File: src/source/cpu_pkg.sv
//**************************************
// Shared widths, opcodes, control fields
// and pipeline register layouts
//**************************************
package cpu_pkg;

   localparam int XLEN = 64;

   typedef logic [XLEN-1:0] word_t;
   typedef logic [31:0]     instr_t;
   typedef logic [4:0]      reg_addr_t;

   // Word index widths, byte addressed on both ports
   localparam int IMEM_ADDR_W = 9;
   localparam int DMEM_ADDR_W = 10;

   // Major opcodes of the supported subset
   localparam logic [6:0] OP_RTYPE = 7'b0110011;  // add sub and or
   localparam logic [6:0] OP_IMM   = 7'b0010011;  // addi
   localparam logic [6:0] OP_LOAD  = 7'b0000011;  // ld
   localparam logic [6:0] OP_STORE = 7'b0100011;  // sd

   localparam logic [2:0] FUNCT3_ADD = 3'b000;
   localparam logic [2:0] FUNCT3_AND = 3'b111;
   localparam logic [2:0] FUNCT3_OR  = 3'b110;

   localparam logic [6:0] FUNCT7_SUB = 7'b0100000;

   typedef enum logic [1:0] {
      ALU_ADD = 2'd0,
      ALU_SUB = 2'd1,
      ALU_AND = 2'd2,
      ALU_OR  = 2'd3
   } alu_op_e;

   // All zero means bubble
   typedef struct packed {
      logic    reg_write;
      logic    mem_to_reg;
      logic    mem_read;
      logic    mem_write;
      logic    alu_src;    // Second operand from immediate
      alu_op_e alu_op;
   } ctrl_t;

   // Source of an EX operand
   typedef enum logic [1:0] {
      FWD_REG = 2'd0,
      FWD_MEM = 2'd1,
      FWD_WB  = 2'd2
   } fwd_sel_e;

   typedef struct packed {
      instr_t instr;
   } if_id_t;

   typedef struct packed {
      ctrl_t     ctrl;
      reg_addr_t rs1;
      reg_addr_t rs2;
      reg_addr_t rd;
      word_t     rs1_val;
      word_t     rs2_val;
      word_t     imm;
   } id_ex_t;

   typedef struct packed {
      ctrl_t     ctrl;
      reg_addr_t rd;
      word_t     alu_result;
      word_t     store_data;
   } ex_mem_t;

   typedef struct packed {
      ctrl_t     ctrl;
      reg_addr_t rd;
      word_t     load_data;
      word_t     alu_result;
   } mem_wb_t;

endpackage

File: src/source/hazard_unit.sv
//**************************************
// Load-use stall and EX forwarding
//**************************************
`timescale 1ns/1ps

module hazard_unit (
   input  cpu_pkg::reg_addr_t id_rs1,
   input  cpu_pkg::reg_addr_t id_rs2,
   input  logic               id_uses_rs2,
   input  cpu_pkg::id_ex_t    ex_stage,
   input  cpu_pkg::ex_mem_t   mem_stage,
   input  cpu_pkg::mem_wb_t   wb_stage,
   output logic               stall,
   output cpu_pkg::fwd_sel_e  fwd_a,
   output cpu_pkg::fwd_sel_e  fwd_b
);

   logic rs1_hit;
   logic rs2_hit;

   // Newest producer first
   function automatic cpu_pkg::fwd_sel_e pick_source(cpu_pkg::reg_addr_t rs,
                                                     cpu_pkg::ex_mem_t   mem,
                                                     cpu_pkg::mem_wb_t   wb);
      if (mem.ctrl.reg_write && (mem.rd != '0) && (mem.rd == rs))
         return cpu_pkg::FWD_MEM;
      else if (wb.ctrl.reg_write && (wb.rd != '0) && (wb.rd == rs))
         return cpu_pkg::FWD_WB;
      else
         return cpu_pkg::FWD_REG;
   endfunction

   assign rs1_hit = (ex_stage.rd == id_rs1);
   assign rs2_hit = id_uses_rs2 && (ex_stage.rd == id_rs2);

   // Load data only exists after MEM, so hold ID one cycle
   assign stall = ex_stage.ctrl.mem_read && (ex_stage.rd != '0) && (rs1_hit || rs2_hit);

   assign fwd_a = pick_source(ex_stage.rs1, mem_stage, wb_stage);
   assign fwd_b = pick_source(ex_stage.rs2, mem_stage, wb_stage);

endmodule

File: config.mk
export PLATFORM = sky130hd
export DESIGN_NAME = hazard_unit
export DESIGN_NICKNAME = d
export VERILOG_FILES = /design/src/source/cpu_pkg.sv /design/src/source/hazard_unit.sv
export SDC_FILE = /design/constraint.sdc
export NUM_CORES = 1
export LEC_CHECK = 0
export BUFFER_PORTS_ARGS = -buffer_cell sky130_fd_sc_hd__buf_2
export CAP_MARGIN = 10
export CELL_PAD_IN_SITES_DETAIL_PLACEMENT = 1
export CELL_PAD_IN_SITES_GLOBAL_PLACEMENT = 1
export CORE_AREA = 5 5 194 196
export DETAILED_ROUTE_END_ITERATION = 7
export DIE_AREA = 0 0 199 201
export GPL_ROUTABILITY_DRIVEN = 1
export GPL_TIMING_DRIVEN = 0
export PLACE_DENSITY_LB_ADDON = 0.1
export SKIP_LAST_GASP = 1
export SYNTH_ARGS = -nofsm -noshare
export SYNTH_HDL_FRONTEND = slang
export SYNTH_SLANG_ARGS = --single-unit
File: constraint.sdc
create_clock -name vclk -period 1
set_input_delay 0 -clock vclk [all_inputs]
set_output_delay 0 -clock vclk [all_outputs]
set_load 0.03 [all_outputs]
==> results.md <==
* Cell area after synthesis at approximately 400 um^2
* Final worst slack at -0.4142 ns
* Crit path arrival time at around 1.4 ns
* Area Overhead vs Synth at 289.2%
* DP Wirelength at 4424 um
* Relative slew slack at 78.89%
* Max VDD drop at 71.27 uV
* Total power density per cell area at 293.5 nW/um^2
* Initial antenna violation count at 0
* Syn nets at around 550
* Sum of negative setup slack at -1.263 ns
* Count leader, synth: xor2_1
* Non-Filler Instances at 568
* # rows at 70
* Slowest stage delay, CP at around 0.54 ns
* GP Congestion at approximately 0.58
* Hold Path Sink: stall
* Dpl cells at 561
* Hold path depth at 4
* Vias per cell at a little over 1
* Most frequent cells after synthesis: 21 x xor2_1, 9 x xnor2_1, 5 x or4_1
* Pin count of the biggest net entering global routing at 4
* Yosys cell types at 11
* Fmax at 707.1 MHz
* Worst-path cell chain: buf_8, or4_4, o21ai_4, buf_6, nor4_4, nor4_4, buf_6
* Vias in the first global route at 683
* Avg WL per Cell at ~8 um
* Die span in y at around 200 um
* Leakage Power at approximately 0.41 nW
* DR pass1 iterations at 3
* Total grt overflow at 0
* FF/Latch Area at 0 um^2
* # fillers at 4300
* Worst Tran Pin Value at about 0.32 ns
* Post-route DRC at 0
* CP max-delay cell: or4_4
* Nets@finish at 607
* Crit path time final at 1.414 ns
* Antenna viol nets, final at 0
* Seq/Total Area, Yosys at 0%
* Crit path launch type: primary input
* N_diodes at 0
* Total die area at between 30000 and 40000 um^2
* IO Pins at 510
* Core area at around 36000 um^2
* Delay-heaviest family, CP: simple AND/OR/NAND/NOR gates
* Crit path buffers/inverters at 3
* Die width at between 150 and 200 um
* Synth top area cells: xor2_1 47%, xnor2_1 20%, or4_1 9.6%
* Finished layout cell area at 1529 um^2
* Gr usage total at 2.171%
* Failing checks: negative setup slack
* Hold_sp: ex_stage[211]
* Max Cap Viol at 0
* Synth top area share at about 47%
* Fin. Hold Viols at 0
* I/O Buffers at 44
* Area after DPL at around 1200 um^2
* Critical Path End Type: primary output
* WP data required at 1.00 ns
* Final Setup Violations at 5
* Seq Cell Count at 0
* Synth Instances at a little under 50
* CP max FO at 3
* Clock buffers at 0
* Dominant cell type by area after synthesis: xor2_1
* Iter 0 DRT Violations at 4
* Ys Warns at 0
* Via Count at between 500 and 600
* Syn Area/Cell at ~8 um^2
* RSZ-0062 raised after global routing: true
* Drt total wl at about 4600 um
* Final worst-path cycle share at 141.4%
* CP Class: primary input to primary output
* Initial Utilization at under 10%
* Status: complete, but fails checks
* Hold crit path type: primary input to primary output
* Fraction of layout instances using a drive strength above 1 at 67.00%
* Final Slew Violations at 0
* First-pass GRT wire length at about 6000 um
* Hold WS at approximately 0.35 ns
==> power by group <==
part           total, mW  internal [mW]  switching, mW  leakage, nW
Sequential             0              0              0            0
Clock                  0              0              0            0
Combinational      0.449          0.216          0.233        0.407
Total              0.449          0.216          0.233        0.407
==> cell type report <==
type                            instances  area (um^2)  share of cell area (%)
Multi-Input combinational cell         49        534.3                   34.94
Tap cell                              468        585.6                   38.30
Timing Repair Buffer                   51        409.1                   26.76
==> cells in the final DEF (no fill, tap or decap) <==
master   synthesis  layout
buf_2            0      23
nor4_4           0       5
buf_6            0      11
o21ai_1          1       1
buf_4            0      12
nand3_1          4       4
or4_4            0       5
xor2_1          21      19
xnor2_1          9       9
buf_8            0       4
a21oi_2          0       1
nor3_4           0       1
xor2_4           0       1
buf_12           0       1
xor2_2           0       1
o21ai_4          0       2
==> stage by stage <==
step                      utilization, %  total power [mW]  setup slack (ns)
after floorplan                        -            0.1366           -0.2064
after global placement             3.453            0.3409           -0.5862
after detailed placement           3.453            0.3386           -0.5842
after CTS                          4.059            0.4340           -0.4492
after global routing               4.258            0.4835           -0.4895
final                              4.258            0.4487           -0.4142
==> layer usage <==
metal  global-route usage, %  vias to the layer above  share of wire, %
met1                   3.898                      274                59
met4                       0                        0                 0
met5                       0                        -                 0
met2                   2.807                       23                37
met3                  0.2182                        0               3.8
li1                        -                      279                 -
==> cell families after synthesis <==
family	after synthesis	share of synthesized area, %
xor+xnor	30	66.88
simple gates	15	27.07
compound gates	4	6.048
==> repair_timing <==
item                                    4_1_cts  5_1_grt
endpoints found under the setup margin        5        5
buffers inserted                              3        4
resized for setup                            47       15
pin swaps                                    14        8
hold buffers                                  0        0
==> how the worst max path moves through the flow <==
stage	from	to	slack, ns	cells after the start
floorplan	mem_stage[129]	fwd_a[1]	-0.21	4
global route	mem_stage[132]	fwd_b[1]	-0.49	7
detailed placement	wb_stage[131]	fwd_a[1]	-0.58	6
finish	mem_stage[132]	fwd_b[1]	-0.41	7
global placement	wb_stage[130]	fwd_a[1]	-0.59	6
CTS	mem_stage[130]	fwd_a[1]	-0.45	6
Power figures use the tool's default switching activity.
