## config.mk

```make
export PLATFORM = sky130hd
export DESIGN_NAME = execute_unit
export DESIGN_NICKNAME = d
export VERILOG_FILES = /design/src/source/cpu_pkg.sv /design/src/source/execute_unit.sv
export SDC_FILE = /design/constraint.sdc
export NUM_CORES = 1
export LEC_CHECK = 0
export BUFFER_PORTS_ARGS = -buffer_cell sky130_fd_sc_hd__buf_2
export CORE_AREA = 3 3 188 190
export DETAILED_ROUTE_END_ITERATION = 12
export DIE_AREA = 0 0 191 193
export SLEW_MARGIN = 20
export SYNTH_ARGS = -nofsm -noshare
export SYNTH_HDL_FRONTEND = slang
export SYNTH_SLANG_ARGS = --single-unit
export TNS_END_PERCENT = 50
```

## constraint.sdc

```tcl
create_clock -name vclk -period 7.25
set_input_delay 0.725 -clock vclk [all_inputs]
set_output_delay 0.725 -clock vclk [all_outputs]
set_load 0.02 [all_outputs]
```

## src/source/cpu_pkg.sv

```systemverilog
//**************************************
// Shared widths, opcodes, control fields
// and pipeline register layouts
//**************************************
package cpu_pkg;

   localparam int XLEN = 64;

   typedef logic [XLEN-1:0] word_t;
   typedef logic [31:0]     instr_t;
   typedef logic [4:0]      reg_addr_t;

   // Word index widths, byte addressed on both ports
   localparam int IMEM_ADDR_W = 9;
   localparam int DMEM_ADDR_W = 10;

   // Major opcodes of the supported subset
   localparam logic [6:0] OP_RTYPE = 7'b0110011;  // add sub and or
   localparam logic [6:0] OP_IMM   = 7'b0010011;  // addi
   localparam logic [6:0] OP_LOAD  = 7'b0000011;  // ld
   localparam logic [6:0] OP_STORE = 7'b0100011;  // sd

   localparam logic [2:0] FUNCT3_ADD = 3'b000;
   localparam logic [2:0] FUNCT3_AND = 3'b111;
   localparam logic [2:0] FUNCT3_OR  = 3'b110;

   localparam logic [6:0] FUNCT7_SUB = 7'b0100000;

   typedef enum logic [1:0] {
      ALU_ADD = 2'd0,
      ALU_SUB = 2'd1,
      ALU_AND = 2'd2,
      ALU_OR  = 2'd3
   } alu_op_e;

   // All zero means bubble
   typedef struct packed {
      logic    reg_write;
      logic    mem_to_reg;
      logic    mem_read;
      logic    mem_write;
      logic    alu_src;    // Second operand from immediate
      alu_op_e alu_op;
   } ctrl_t;

   // Source of an EX operand
   typedef enum logic [1:0] {
      FWD_REG = 2'd0,
      FWD_MEM = 2'd1,
      FWD_WB  = 2'd2
   } fwd_sel_e;

   typedef struct packed {
      instr_t instr;
   } if_id_t;

   typedef struct packed {
      ctrl_t     ctrl;
      reg_addr_t rs1;
      reg_addr_t rs2;
      reg_addr_t rd;
      word_t     rs1_val;
      word_t     rs2_val;
      word_t     imm;
   } id_ex_t;

   typedef struct packed {
      ctrl_t     ctrl;
      reg_addr_t rd;
      word_t     alu_result;
      word_t     store_data;
   } ex_mem_t;

   typedef struct packed {
      ctrl_t     ctrl;
      reg_addr_t rd;
      word_t     load_data;
      word_t     alu_result;
   } mem_wb_t;

endpackage

```

## src/source/execute_unit.sv

```systemverilog
//**************************************
// Operand forwarding and ALU
//**************************************
`timescale 1ns/1ps

module execute_unit (
   input  cpu_pkg::id_ex_t   ex_stage,
   input  cpu_pkg::fwd_sel_e fwd_a,
   input  cpu_pkg::fwd_sel_e fwd_b,
   input  cpu_pkg::word_t    mem_result,
   input  cpu_pkg::word_t    wb_result,
   output cpu_pkg::ex_mem_t  result
);

   cpu_pkg::word_t operand_a;
   cpu_pkg::word_t rs2_fwd;
   cpu_pkg::word_t operand_b;
   cpu_pkg::word_t alu_out;

   function automatic cpu_pkg::word_t select_operand(cpu_pkg::fwd_sel_e sel,
                                                     cpu_pkg::word_t    reg_val,
                                                     cpu_pkg::word_t    mem_val,
                                                     cpu_pkg::word_t    wb_val);
      case (sel)
         cpu_pkg::FWD_MEM: return mem_val;
         cpu_pkg::FWD_WB:  return wb_val;
         default:          return reg_val;
      endcase
   endfunction

   assign operand_a = select_operand(fwd_a, ex_stage.rs1_val, mem_result, wb_result);
   assign rs2_fwd   = select_operand(fwd_b, ex_stage.rs2_val, mem_result, wb_result);

   // Immediate replaces rs2 for addi, ld and sd
   assign operand_b = ex_stage.ctrl.alu_src ? ex_stage.imm : rs2_fwd;

   always_comb begin
      alu_out = operand_a + operand_b;
      case (ex_stage.ctrl.alu_op)
         cpu_pkg::ALU_SUB: alu_out = operand_a - operand_b;
         cpu_pkg::ALU_AND: alu_out = operand_a & operand_b;
         cpu_pkg::ALU_OR:  alu_out = operand_a | operand_b;
         default:          alu_out = operand_a + operand_b;
      endcase
   end

   assign result.ctrl       = ex_stage.ctrl;
   assign result.rd         = ex_stage.rd;
   assign result.alu_result = alu_out;
   assign result.store_data = rs2_fwd;   // Forwarded value for sd

endmodule

```

==> metrics.txt <==
status=completed; Top Metal Used=met5; Mapped Nets=2084; Final period util=97.8%; final hold slack=1.45 ns; DRT Wirelength=56900 µm; vias per inst=5.67; Synth Area in Compound Gates=38.9%; Vias=15.1k; count leader, synth=nand2_1; crit path DAT=6.36 ns; Peak supply drop=75.1 µV; Routed wire per std cell=21.4 µm; row count=67; crit path max fanout=10; FF/Latch Area=0 µm²; hpwl dp=48400 µm; Die W=191 µm; total grt overflow=0; Fill cells=3651; Synth Area in Simple Gates=23.3%; worst-margin pin slew=0.971 ns; M1 WL=24500 µm; multiplexer share of the synthesized area=5.41%; synth top area cells=ha_1 9.9%, o21ai_0 9.4%, nand2_1 9.0%; Final Core Density=44.8%; initial antenna violation count=5; pwr dens=153 mW/mm²; share of the synthesized area in the top cell type=9.86%; final-layout clock buffer total=0; Worst slew margin=34.6%; fmax=141 MHz; met3 WL=3570 µm; post-synthesis cell count=1653; synth warn=0; layout sequential cell count=0; Iteration-0 DRC Markers=1030; Die ar.=0.0369 mm²; overall routing resource usage=28.6%; NumNets Final=2645; sequential cell area fraction in the yosys report=0%; cell taking the most area after synthesis=ha_1; Critical Path RT=6.52 ns; Synth Area in XOR/XNOR=9.86%; Crit. End Element=output port; largest family of logic cells by synthesized area=compound AO/OA/AOI/OAI gates; Hold Path Class=input port to output port; number of global-route vias before repair=14.5k; footprint of the multi-input gates=0.0102 mm²; Starting Density=31.7%; Post-DP Area=0.0147 mm²; largest net degree at the start of global routing=73; routed wl met2=27000 µm; Worst Setup Path Type=input port to output port; Cell variety after synth=82; first-pass GRT wire length=83600 µm; fin. max-slew vios=0; GP Congestion=0.974; startpoint types=input port; DRT antenna net count=0; Top-Level Pins=486; final std cell area, no fill=0.0150 mm²; Die Y=193 µm; fin crit period=7.09 ns; Core ar.=0.0336 mm²; Final Setup Violations=0; RSZ-0062 raised after global routing=yes; setup TNS=0 ns; MaxCap Viol Count=0; commonest cells in the netlist=256 x nand2_1, 201 x o21ai_0, 106 x a22oi_1; leakage=7.24 nW; Final Hold Viols=0; share of cells above drive strength 1=36.9%; Cell Area, Synth=0.0107 mm²; Syn-to-layout area delta=41.2%; mean post-synth cell area=6.45 µm²; PortBufs=458; Initial DRT Pass Iterations=6; CTS hold repair buffers=0; post-synthesis adder-cell area fraction=15.6%; DR DRC count=0
-- routing by layer --
layer | track usage, % | vias up
met1 | 37.7 | 7095
met5 | 0 | -
li1 | - | 7229
met4 | 7.17 | 6
met2 | 50.0 | 639
met3 | 3.04 | 106
-- critical path, cell delays in order --
cell      delay (ns)
buf_2           0.11
inv_1           0.08
ha_4            0.25
buf_4           0.19
a221o_1         0.28
a221o_1         0.37
a22oi_2         0.23
nand4_1         0.18
and3b_2         0.33
buf_4           0.14
nand2_1         0.07
or3_4           0.42
or3_4           0.41
o31ai_4         0.28
xor2_1          0.12
ha_1            0.23
a21o_1          0.19
a21o_1          0.18
a21o_1          0.18
a21o_1          0.18
a21o_1          0.17
a21oi_1         0.14
nor2b_1         0.07
a311oi_2        0.28
xor2_1          0.27
o21ai_2         0.09
buf_2           0.19
-- cell type report --
type | instances | share of cell area (%)
Antenna cell | 1 | 0.0166
Timing Repair Buffer | 690 | 27.4
Inverter | 36 | 0.898
Multi-Input combinational cell | 1486 | 68.0
Tap cell | 448 | 3.72
-- power by group --
group          switching, W      internal, W
sequential                0                0
clock                     0  0.0000000000185
combinational       0.00135         0.000955
-- final timing paths --
path | end | startpoint | depth (start not counted) | slack (ns)
worst min-delay path | result[129] | ex_stage[193] | 0 | 1.45
worst max-delay path | result[125] | fwd_b[0] | 27 | 0.16
-- cell usage in the layout (no fill, tap or decap), drive strengths merged, types with 4 or more instances in the layout --
cell type / n
a221oi: 23
nor3: 27
nand2: 257
nand3: 22
or4: 5
nor4: 8
o211ai: 6
o21a: 10
and3: 8
a31oi: 13
a211oi: 12
mux2i: 7
xnor2: 70
o21ai: 207
o41ai: 6
mux2: 45
or3: 8
a21oi: 91
o31a: 4
xor2: 50
buf: 690
nand4: 19
o22ai: 7
o21bai: 15
nor2: 105
a211o: 6
nand2b: 20
inv: 36
a221o: 13
a21o: 45
a21boi: 4
or2: 7
a22oi: 107
nor2b: 27
and2: 16
ha: 84
maj3: 59
o31ai: 33
-- cells by family after synthesis --
logic type | Yosys count
compound gates | 629
xor+xnor | 120
fa+ha+maj | 144
buf+inv | 167
mux | 52
simple gates | 541
-- repair_timing --
action / in CTS / in global routing
pin swaps: 0 / 28
setup endpoints to repair: 3 / 16
setup buffers: 0 / 10
gates resized for setup: 7 / 57
hold endpoints to repair: 0 / 0
-- stage by stage --
step | setup slack [ns] | total power [W] | std cells
finish | 0.163 | 0.00231 | 2661
floorplan | 0.0185 | 0.00137 | 1653
detailed placement | -0.0602 | 0.00222 | 2650
CTS | 0.0113 | 0.00224 | 2650
global route | -0.0347 | 0.00250 | 2661
global placement | -0.0417 | 0.00221 | 2650
Note: power is estimated with default switching activity, not from simulation.
