### src/source/cpu_pkg.sv
//**************************************
// Shared widths, opcodes, control fields
// and pipeline register layouts
//**************************************
package cpu_pkg;

   localparam int XLEN = 64;

   typedef logic [XLEN-1:0] word_t;
   typedef logic [31:0]     instr_t;
   typedef logic [4:0]      reg_addr_t;

   // Word index widths, byte addressed on both ports
   localparam int IMEM_ADDR_W = 9;
   localparam int DMEM_ADDR_W = 10;

   // Major opcodes of the supported subset
   localparam logic [6:0] OP_RTYPE = 7'b0110011;  // add sub and or
   localparam logic [6:0] OP_IMM   = 7'b0010011;  // addi
   localparam logic [6:0] OP_LOAD  = 7'b0000011;  // ld
   localparam logic [6:0] OP_STORE = 7'b0100011;  // sd

   localparam logic [2:0] FUNCT3_ADD = 3'b000;
   localparam logic [2:0] FUNCT3_AND = 3'b111;
   localparam logic [2:0] FUNCT3_OR  = 3'b110;

   localparam logic [6:0] FUNCT7_SUB = 7'b0100000;

   typedef enum logic [1:0] {
      ALU_ADD = 2'd0,
      ALU_SUB = 2'd1,
      ALU_AND = 2'd2,
      ALU_OR  = 2'd3
   } alu_op_e;

   // All zero means bubble
   typedef struct packed {
      logic    reg_write;
      logic    mem_to_reg;
      logic    mem_read;
      logic    mem_write;
      logic    alu_src;    // Second operand from immediate
      alu_op_e alu_op;
   } ctrl_t;

   // Source of an EX operand
   typedef enum logic [1:0] {
      FWD_REG = 2'd0,
      FWD_MEM = 2'd1,
      FWD_WB  = 2'd2
   } fwd_sel_e;

   typedef struct packed {
      instr_t instr;
   } if_id_t;

   typedef struct packed {
      ctrl_t     ctrl;
      reg_addr_t rs1;
      reg_addr_t rs2;
      reg_addr_t rd;
      word_t     rs1_val;
      word_t     rs2_val;
      word_t     imm;
   } id_ex_t;

   typedef struct packed {
      ctrl_t     ctrl;
      reg_addr_t rd;
      word_t     alu_result;
      word_t     store_data;
   } ex_mem_t;

   typedef struct packed {
      ctrl_t     ctrl;
      reg_addr_t rd;
      word_t     load_data;
      word_t     alu_result;
   } mem_wb_t;

endpackage

### src/source/decode_unit.sv
//**************************************
// Instruction decode, immediate extend
//**************************************
`timescale 1ns/1ps

module decode_unit (
   input  cpu_pkg::instr_t    instr,
   output cpu_pkg::ctrl_t     ctrl,
   output cpu_pkg::reg_addr_t rs1,
   output cpu_pkg::reg_addr_t rs2,
   output cpu_pkg::reg_addr_t rd,
   output logic               uses_rs2,
   output cpu_pkg::word_t     imm
);

   logic [6:0] opcode;
   logic [2:0] funct3;
   logic [6:0] funct7;

   assign opcode = instr[6:0];
   assign funct3 = instr[14:12];
   assign funct7 = instr[31:25];

   assign rs1 = instr[19:15];
   assign rs2 = instr[24:20];
   assign rd  = instr[11:7];

   // Only R-type and stores read rs2
   assign uses_rs2 = (opcode == cpu_pkg::OP_RTYPE) || (opcode == cpu_pkg::OP_STORE);

   // S-type splits the offset around rd
   assign imm = (opcode == cpu_pkg::OP_STORE) ?
                {{52{instr[31]}}, instr[31:25], instr[11:7]} :
                {{52{instr[31]}}, instr[31:20]};

   always_comb begin
      ctrl = '0;
      case (opcode)
         cpu_pkg::OP_RTYPE: begin
            ctrl.reg_write = 1'b1;
            case (funct3)
               cpu_pkg::FUNCT3_AND: ctrl.alu_op = cpu_pkg::ALU_AND;
               cpu_pkg::FUNCT3_OR:  ctrl.alu_op = cpu_pkg::ALU_OR;
               default: begin
                  if (funct7 == cpu_pkg::FUNCT7_SUB)
                     ctrl.alu_op = cpu_pkg::ALU_SUB;
                  else
                     ctrl.alu_op = cpu_pkg::ALU_ADD;
               end
            endcase
         end
         cpu_pkg::OP_IMM: begin
            ctrl.reg_write = 1'b1;
            ctrl.alu_src   = 1'b1;
         end
         cpu_pkg::OP_LOAD: begin
            ctrl.reg_write  = 1'b1;
            ctrl.mem_to_reg = 1'b1;
            ctrl.mem_read   = 1'b1;
            ctrl.alu_src    = 1'b1;   // Address is rs1 + offset
         end
         cpu_pkg::OP_STORE: begin
            ctrl.mem_write = 1'b1;
            ctrl.alu_src   = 1'b1;
         end
         default: ctrl = '0;          // Unknown opcode acts as nop
      endcase
   end

endmodule

### config.mk
export PLATFORM = sky130hd
export DESIGN_NAME = decode_unit
export DESIGN_NICKNAME = d
export VERILOG_FILES = /design/src/source/cpu_pkg.sv /design/src/source/decode_unit.sv
export SDC_FILE = /design/constraint.sdc
export NUM_CORES = 1
export LEC_CHECK = 0
export ABC_AREA = 1
export BUFFER_PORTS_ARGS = -buffer_cell sky130_fd_sc_hd__buf_2
export CORE_AREA = 2 2 54 56
export DETAILED_ROUTE_END_ITERATION = 8
export DIE_AREA = 0 0 56 58
export PLACE_DENSITY_LB_ADDON = 0.05
export SETUP_SLACK_MARGIN = 0.5
export SYNTH_ARGS = -nofsm -noshare
export SYNTH_HDL_FRONTEND = slang
export SYNTH_SLANG_ARGS = --single-unit
### constraint.sdc
create_clock -name vclk -period 0.8
set_input_delay 0.04 -clock vclk [all_inputs]
set_output_delay 0.04 -clock vclk [all_outputs]
set_load 0.005 [all_outputs]
==> results of run 1 <==
## routing by layer
| layer | part of all wire [%] | wire length, um | GRT usage (%) |
|---|---|---|---|
| met5 | 0 | 0 | 0 |
| met4 | 0 | 0 | 0 |
| met3 | 7.1 | 169 | 0.670 |
| met2 | 64 | 1520 | 28.4 |
| met1 | 29 | 685 | 13.9 |
## power groups by stage
stage,Clock (mW),Combinational [mW],Sequential (mW)
2_1_floorplan,0,0.356,0
3_3_place_gp,0,0.403,0
3_5_place_dp,0,0.400,0
4_1_cts,0,0.792,0
5_1_grt,0,0.902,0
6_report,0,0.850,0
## cell families (layout without fill, tap and decap cells)
logic type,count (synthesis),after routing
simple gates,39,40
buf+inv,82,135
## Yosys cell counts
cell	count	share of area, %
nor3_4	1	2.1
nor2b_4	1	1.8
buf_6	1	1.4
nor2_1	9	4.3
inv_1	6	2.9
buf_4	75	72
nand3_1	8	5.1
and3_1	1	0.80
nand2_4	1	1.4
nand2_1	18	8.6
## placed cells by master, fill, tap and decap left out, drive strengths merged
cell type and n:
nand3 8, nor2 9, buf 129, and3 1
nor3 1, inv 6, nand2 19, nor2b 2
## through the flow
step           hold WS, ns  std cells  worst slack, ns  TNS (ns)
4_1_cts             0.0800        203          -0.0688    -0.483
3_5_place_dp        0.0800        190           -0.144     -1.40
6_report            0.0800        206          -0.0823    -0.639
2_1_floorplan        0.102        121           0.0673         0
5_1_grt             0.0800        206           -0.133     -1.29
3_3_place_gp        0.0800        190           -0.134     -1.41
## final timing paths
| path | endpoint | slack (ns) | cells past startpoint |
|---|---|---|---|
| setup / recovery | imm[3] | -0.08 | 7 |
| hold / removal | rs1[0] | 0.08 | 0 |
## final cells by class
cell class                      count  area [um2]  area share, %
Multi-Input combinational cell     40         225           13.6
Timing Repair Buffer              129        1360           82.6
Tap cell                           31        38.8           2.35
Inverter                            6        22.5           1.36
## timing repair
| action | 4_1_cts | 5_1_grt |
|---|---|---|
| setup endpoints to repair | 75 | 73 |
| buffers inserted | 6 | 3 |
| gates resized for setup | 90 | 17 |
| pin swaps | 5 | 6 |
| cloned | 7 | 0 |
==> summary.md, run 1 <==
| Metric | Value |
|---|---|
| Input/output buffers | 109 |
| Area of placed instances | 848 um2 |
| Initial antenna violation count | 0 |
| FFs & Latches | 0 |
| Count of pins over their slew limit | 0 |
| Count of different cell masters after synthesis | 10 |
| CP Cell Sequence | buf_6 -> nor2_4 -> nor2b_4 -> nand2_4 -> nand2_2 -> nand2_1 -> buf_2 |
| Post-Synthesis Cells | 121 |
| Die area | 0.00325 mm2 |
| Max-slew headroom | 86.2% |
| Final hold viol count | 0 |
| DRC violation count after routing | 0 |
| Sequential cell area fraction in the yosys report | 0% |
| WP buf/inv | 2 |
| CP startpoint kind | input pin |
| Post-DRT Antenna Nets | 0 |
| Pin count of the biggest net entering global routing | 9 |
| Post-synthesis xor/xnor area fraction | 0% |
| YS warnings | 0 |
| Die Wd | 56 um |
| Leakage | 0.921 nW |
| Syn avg cell area | 6.49 um2 |
| Finished Core Util | 62.0% |
| RSZ-0062 raised after global routing | yes |
| CP startpoint | instr[3] |
| Detailed placement HPWL | 1410 um |
| Nets@finish | 209 |
| Vias per inst | 4.04 |
| Die Height | 58 um |
| Net Sw Power | 274 uW |
| Clock buffer count | 0 |
| Crit Path Category | input pin to output pin |
| Max Freq | 1130 MHz |
| Peak supply drop | 0.356 mV |
| Ports | 119 |
| Post-CTS Hold Fix Bufs | 0 |
| Vias | 833 |
| Simple-Gate Fraction of Synth Area | 24.0% |
| Comb power frac | 100.0% |
| Min-delay src | instr[15] |
| Syn_nets | 153 |
| Layout cell share with drive strength beyond 1 | 81.1% |
| First-pass GRT wire length | 3420 um |
| Compound-Gate Fraction of Synth Area | 0% |
| Worst Setup Slack, final | -0.0823 ns |
| WL/cell | 11.5 um |
| Synthesized cell area | 786 um2 |
| Vias in the first global route | 730 |
| Adder-Cell Fraction of Synth Area | 0% |
| WL final | 2380 um |
| Tot Pwr | 850 uW |
| GPL Wtd Cong | 0.658 |
| N_diodes | 0 |
| Setup violators final | 12 |
| Worst Tran Pin Value | 0.206 ns |
| CP Max Fanout | 7 |
| # rows | 19 |
| Mux contribution to synthesized area | 0% |
| CP Capture Type | output pin |
| MaxCap Viol Count | 0 |
| Arr. time, crit path | 0.84 ns |
| Core area | 0.00266 mm2 |
| Fin crit share | 110% |
| Register area | 0 um2 |
| Largest family of logic cells by synthesized area | buffers and inverters |
| Sequential Power Share | 0% |
| Area Overhead vs Synth | 110% |
| Gr usage total | 12.9% |
| Failing checks | setup timing |
| Min Tclk post-route | 0.882 ns |
| DRT iter0 DRCs | 3 |
| Status | finished with violations |
| DRT Pass-1 Iters | 4 |
| Crit path max-delay cell type | nor2b_4 |
| Pwr/cell area | 515 mW/mm2 |
| Internal power | 576 uW |
| Clock power frac | 0% |
| Worst EP required | 0.76 ns |
| Family with the most delay on the worst path | simple AND/OR/NAND/NOR gates |
| Worst Hold Class | input pin to output pin |
| Grt total ovfl | 0 |
| Max stage delay on crit path | 0.25 ns |
| Layout Cell Area excl Fill | 0.00165 mm2 |
| Switching share of power | 32.3% |
| Starting Density | 29.5% |
| Filler Cell Count | 237 |
No activity file was read; power rests on OpenSTA's default activity.
==> run 2, diff against run 1 <==
--- a/config.mk
+++ b/config.mk
@@ -7,9 +7,11 @@
 export LEC_CHECK = 0
 export ABC_AREA = 1
 export BUFFER_PORTS_ARGS = -buffer_cell sky130_fd_sc_hd__buf_2
-export CORE_AREA = 2 2 54 56
+export CELL_PAD_IN_SITES_DETAIL_PLACEMENT = 1
+export CELL_PAD_IN_SITES_GLOBAL_PLACEMENT = 2
+export CORE_AREA = 2 2 84 86
 export DETAILED_ROUTE_END_ITERATION = 8
-export DIE_AREA = 0 0 56 58
+export DIE_AREA = 0 0 86 88
 export PLACE_DENSITY_LB_ADDON = 0.05
 export SETUP_SLACK_MARGIN = 0.5
 export SYNTH_ARGS = -nofsm -noshare
==> run 2 against run 1 <==
Against the previous run:
- the run still ends with setup timing left
- global-route usage is 6.1 points lower
- power is 0.71% higher
- combinational power is 0.7% higher
- design area is 5.8% higher
- maximum frequency is 2.3% higher
- hold slack hardly changed
- non-clock buffer count is 3 lower
- routed wire length is 20% higher
- critical endpoint is now imm[0]
- largest cell class unchanged
==> summary.md, run 2 (same netlist as run 1, synthesis figures left out) <==
| Metric | Value |
|---|---|
| CP Max Fanout | 7 |
| MaxCap Viol Count | 0 |
| RSZ-0062 raised after global routing | yes |
| Register area | 0 um2 |
| Tot Pwr | 856 uW |
| Max-slew headroom | 88.1% |
| Vias per inst | 3.29 |
| DR top layer | met4 |
| Vias | 827 |
| Max Freq | 1160 MHz |
| Post-CTS Hold Fix Bufs | 0 |
| Die area | 0.00757 mm2 |
| Status | finished with violations |
| Cell Count Post-Placement | 239 |
| Min Tclk post-route | 0.863 ns |
| Worst Tran Pin Value | 0.178 ns |
| Worst EP required | 0.76 ns |
| WL final | 2860 um |
| CP most frequent cell | buf_6 |
| CP startpoint | instr[3] |
| CP Cell Sequence | buf_6 -> nor2_4 -> nor2b_4 -> buf_6 -> nand2_8 -> nand2_2 -> nand2_1 -> buf_2 |
| Core area | 0.00664 mm2 |
| Pin count of the biggest net entering global routing | 9 |
| Input/output buffers | 109 |
| Die Height | 88 um |
| Vias in the first global route | 873 |
| Failing checks | setup timing |
| Commonest non-fill, non-tap cell in the layout | buf_6 |
| CP startpoint kind | input pin |
| Filler Cell Count | 761 |
| First-pass GRT wire length | 4270 um |
| DR WL met2 | 1740 um |
| DRT Pass-1 Iters | 2 |
| Max stage delay on crit path | 0.16 ns |
| Met1 Routed Length | 881 um |
| Fin crit share | 108% |
| DP Worst Slack | -0.202 ns |
| Gr usage total | 6.80% |
| Hold slack final | 0.0800 ns |
| Worst Hold Class | input pin to output pin |
| Met3 Routed Length | 228 um |
| Detailed placement HPWL | 1950 um |
| Post-Layout Cell Count | 251 |
| N_diodes | 0 |
| Clock buffer count | 0 |
| Commonest non-fill, non-tap cells in the layout | 80 x buf_6, 31 x buf_2, 13 x nand2_1 |
| # rows | 30 |
| DRT iter0 DRCs | 12 |
| DRC violation count after routing | 0 |
| WL/cell | 11.4 um |
| Final hold viol count | 0 |
| Peak supply drop | 0.0941 mV |
| Starting Density | 11.8% |
| CP Capture Type | output pin |
| FFs & Latches | 0 |
| Grt total ovfl | 0 |
| Finished Core Util | 26.3% |
| Worst Setup Slack, final | -0.0627 ns |
| Min-delay src | instr[17] |
| Initial antenna violation count | 0 |
| Count of pins over their slew limit | 0 |
| GPL Wtd Cong | 0.645 |
| Die Wd | 86 um |
| Ports | 119 |
| Leakage | 0.911 nW |
| Worst Setup EP | imm[0] |
| Setup violators final | 10 |
| Pwr/cell area | 490 mW/mm2 |
| Area Overhead vs Synth | 122% |
| Crit path max-delay cell type | nor2b_4 |
| Nets@finish | 205 |
| Layout cell share with drive strength beyond 1 | 83.0% |
| Crit Path Category | input pin to output pin |
| Arr. time, crit path | 0.82 ns |
| Post-DRT Antenna Nets | 0 |
## run 2: worst min-delay path by stage
stage,endpoint,cells past startpoint
finish,rs1[2],0
global route,rs1[3],0
CTS,rs1[4],0
detailed placement,rs1[4],0
global placement,rs1[4],0
floorplan,ctrl[4],1
## run 2: final cells by class
type               count  area [um2]  area share, %
well taps             80         100           5.73
inverters              6        22.5           1.29
multi-input cells     39         258           14.8
repair buffers       126        1370           78.2
## run 2: repair_timing
| item | 4_1_cts | 5_1_grt |
|---|---|---|
| buffers inserted | 5 | 0 |
| endpoints found under the setup margin | 79 | 69 |
| gates resized for setup | 105 | 10 |
| gates cloned | 7 | 0 |
| pin swaps | 2 | 2 |
## run 2: routing by layer
metal	track usage [%]	vias to the layer above
li1	-	394
met1	7.48	376
met2	14.5	55
met3	0.754	2
met4	0	0
met5	0	-
## run 2: through the flow
step                      TNS (ns)  area [um2]
after global placement       -2.18         910
final                       -0.342        1750
after CTS                   -0.448        1700
after global routing         -1.31        1750
after floorplan                  0         801
after detailed placement     -2.33         910
## run 2: worst max-delay path: cells and delay by family
family	cells	cell delay [ns]
buf+inv	3	0.36
simple gates	5	0.42
## run 2: report_power, final
part / internal, mW / switching [mW]
Clock: 0 / 0
Sequential: 0 / 0
Combinational: 0.575 / 0.280
Total: 0.575 / 0.280
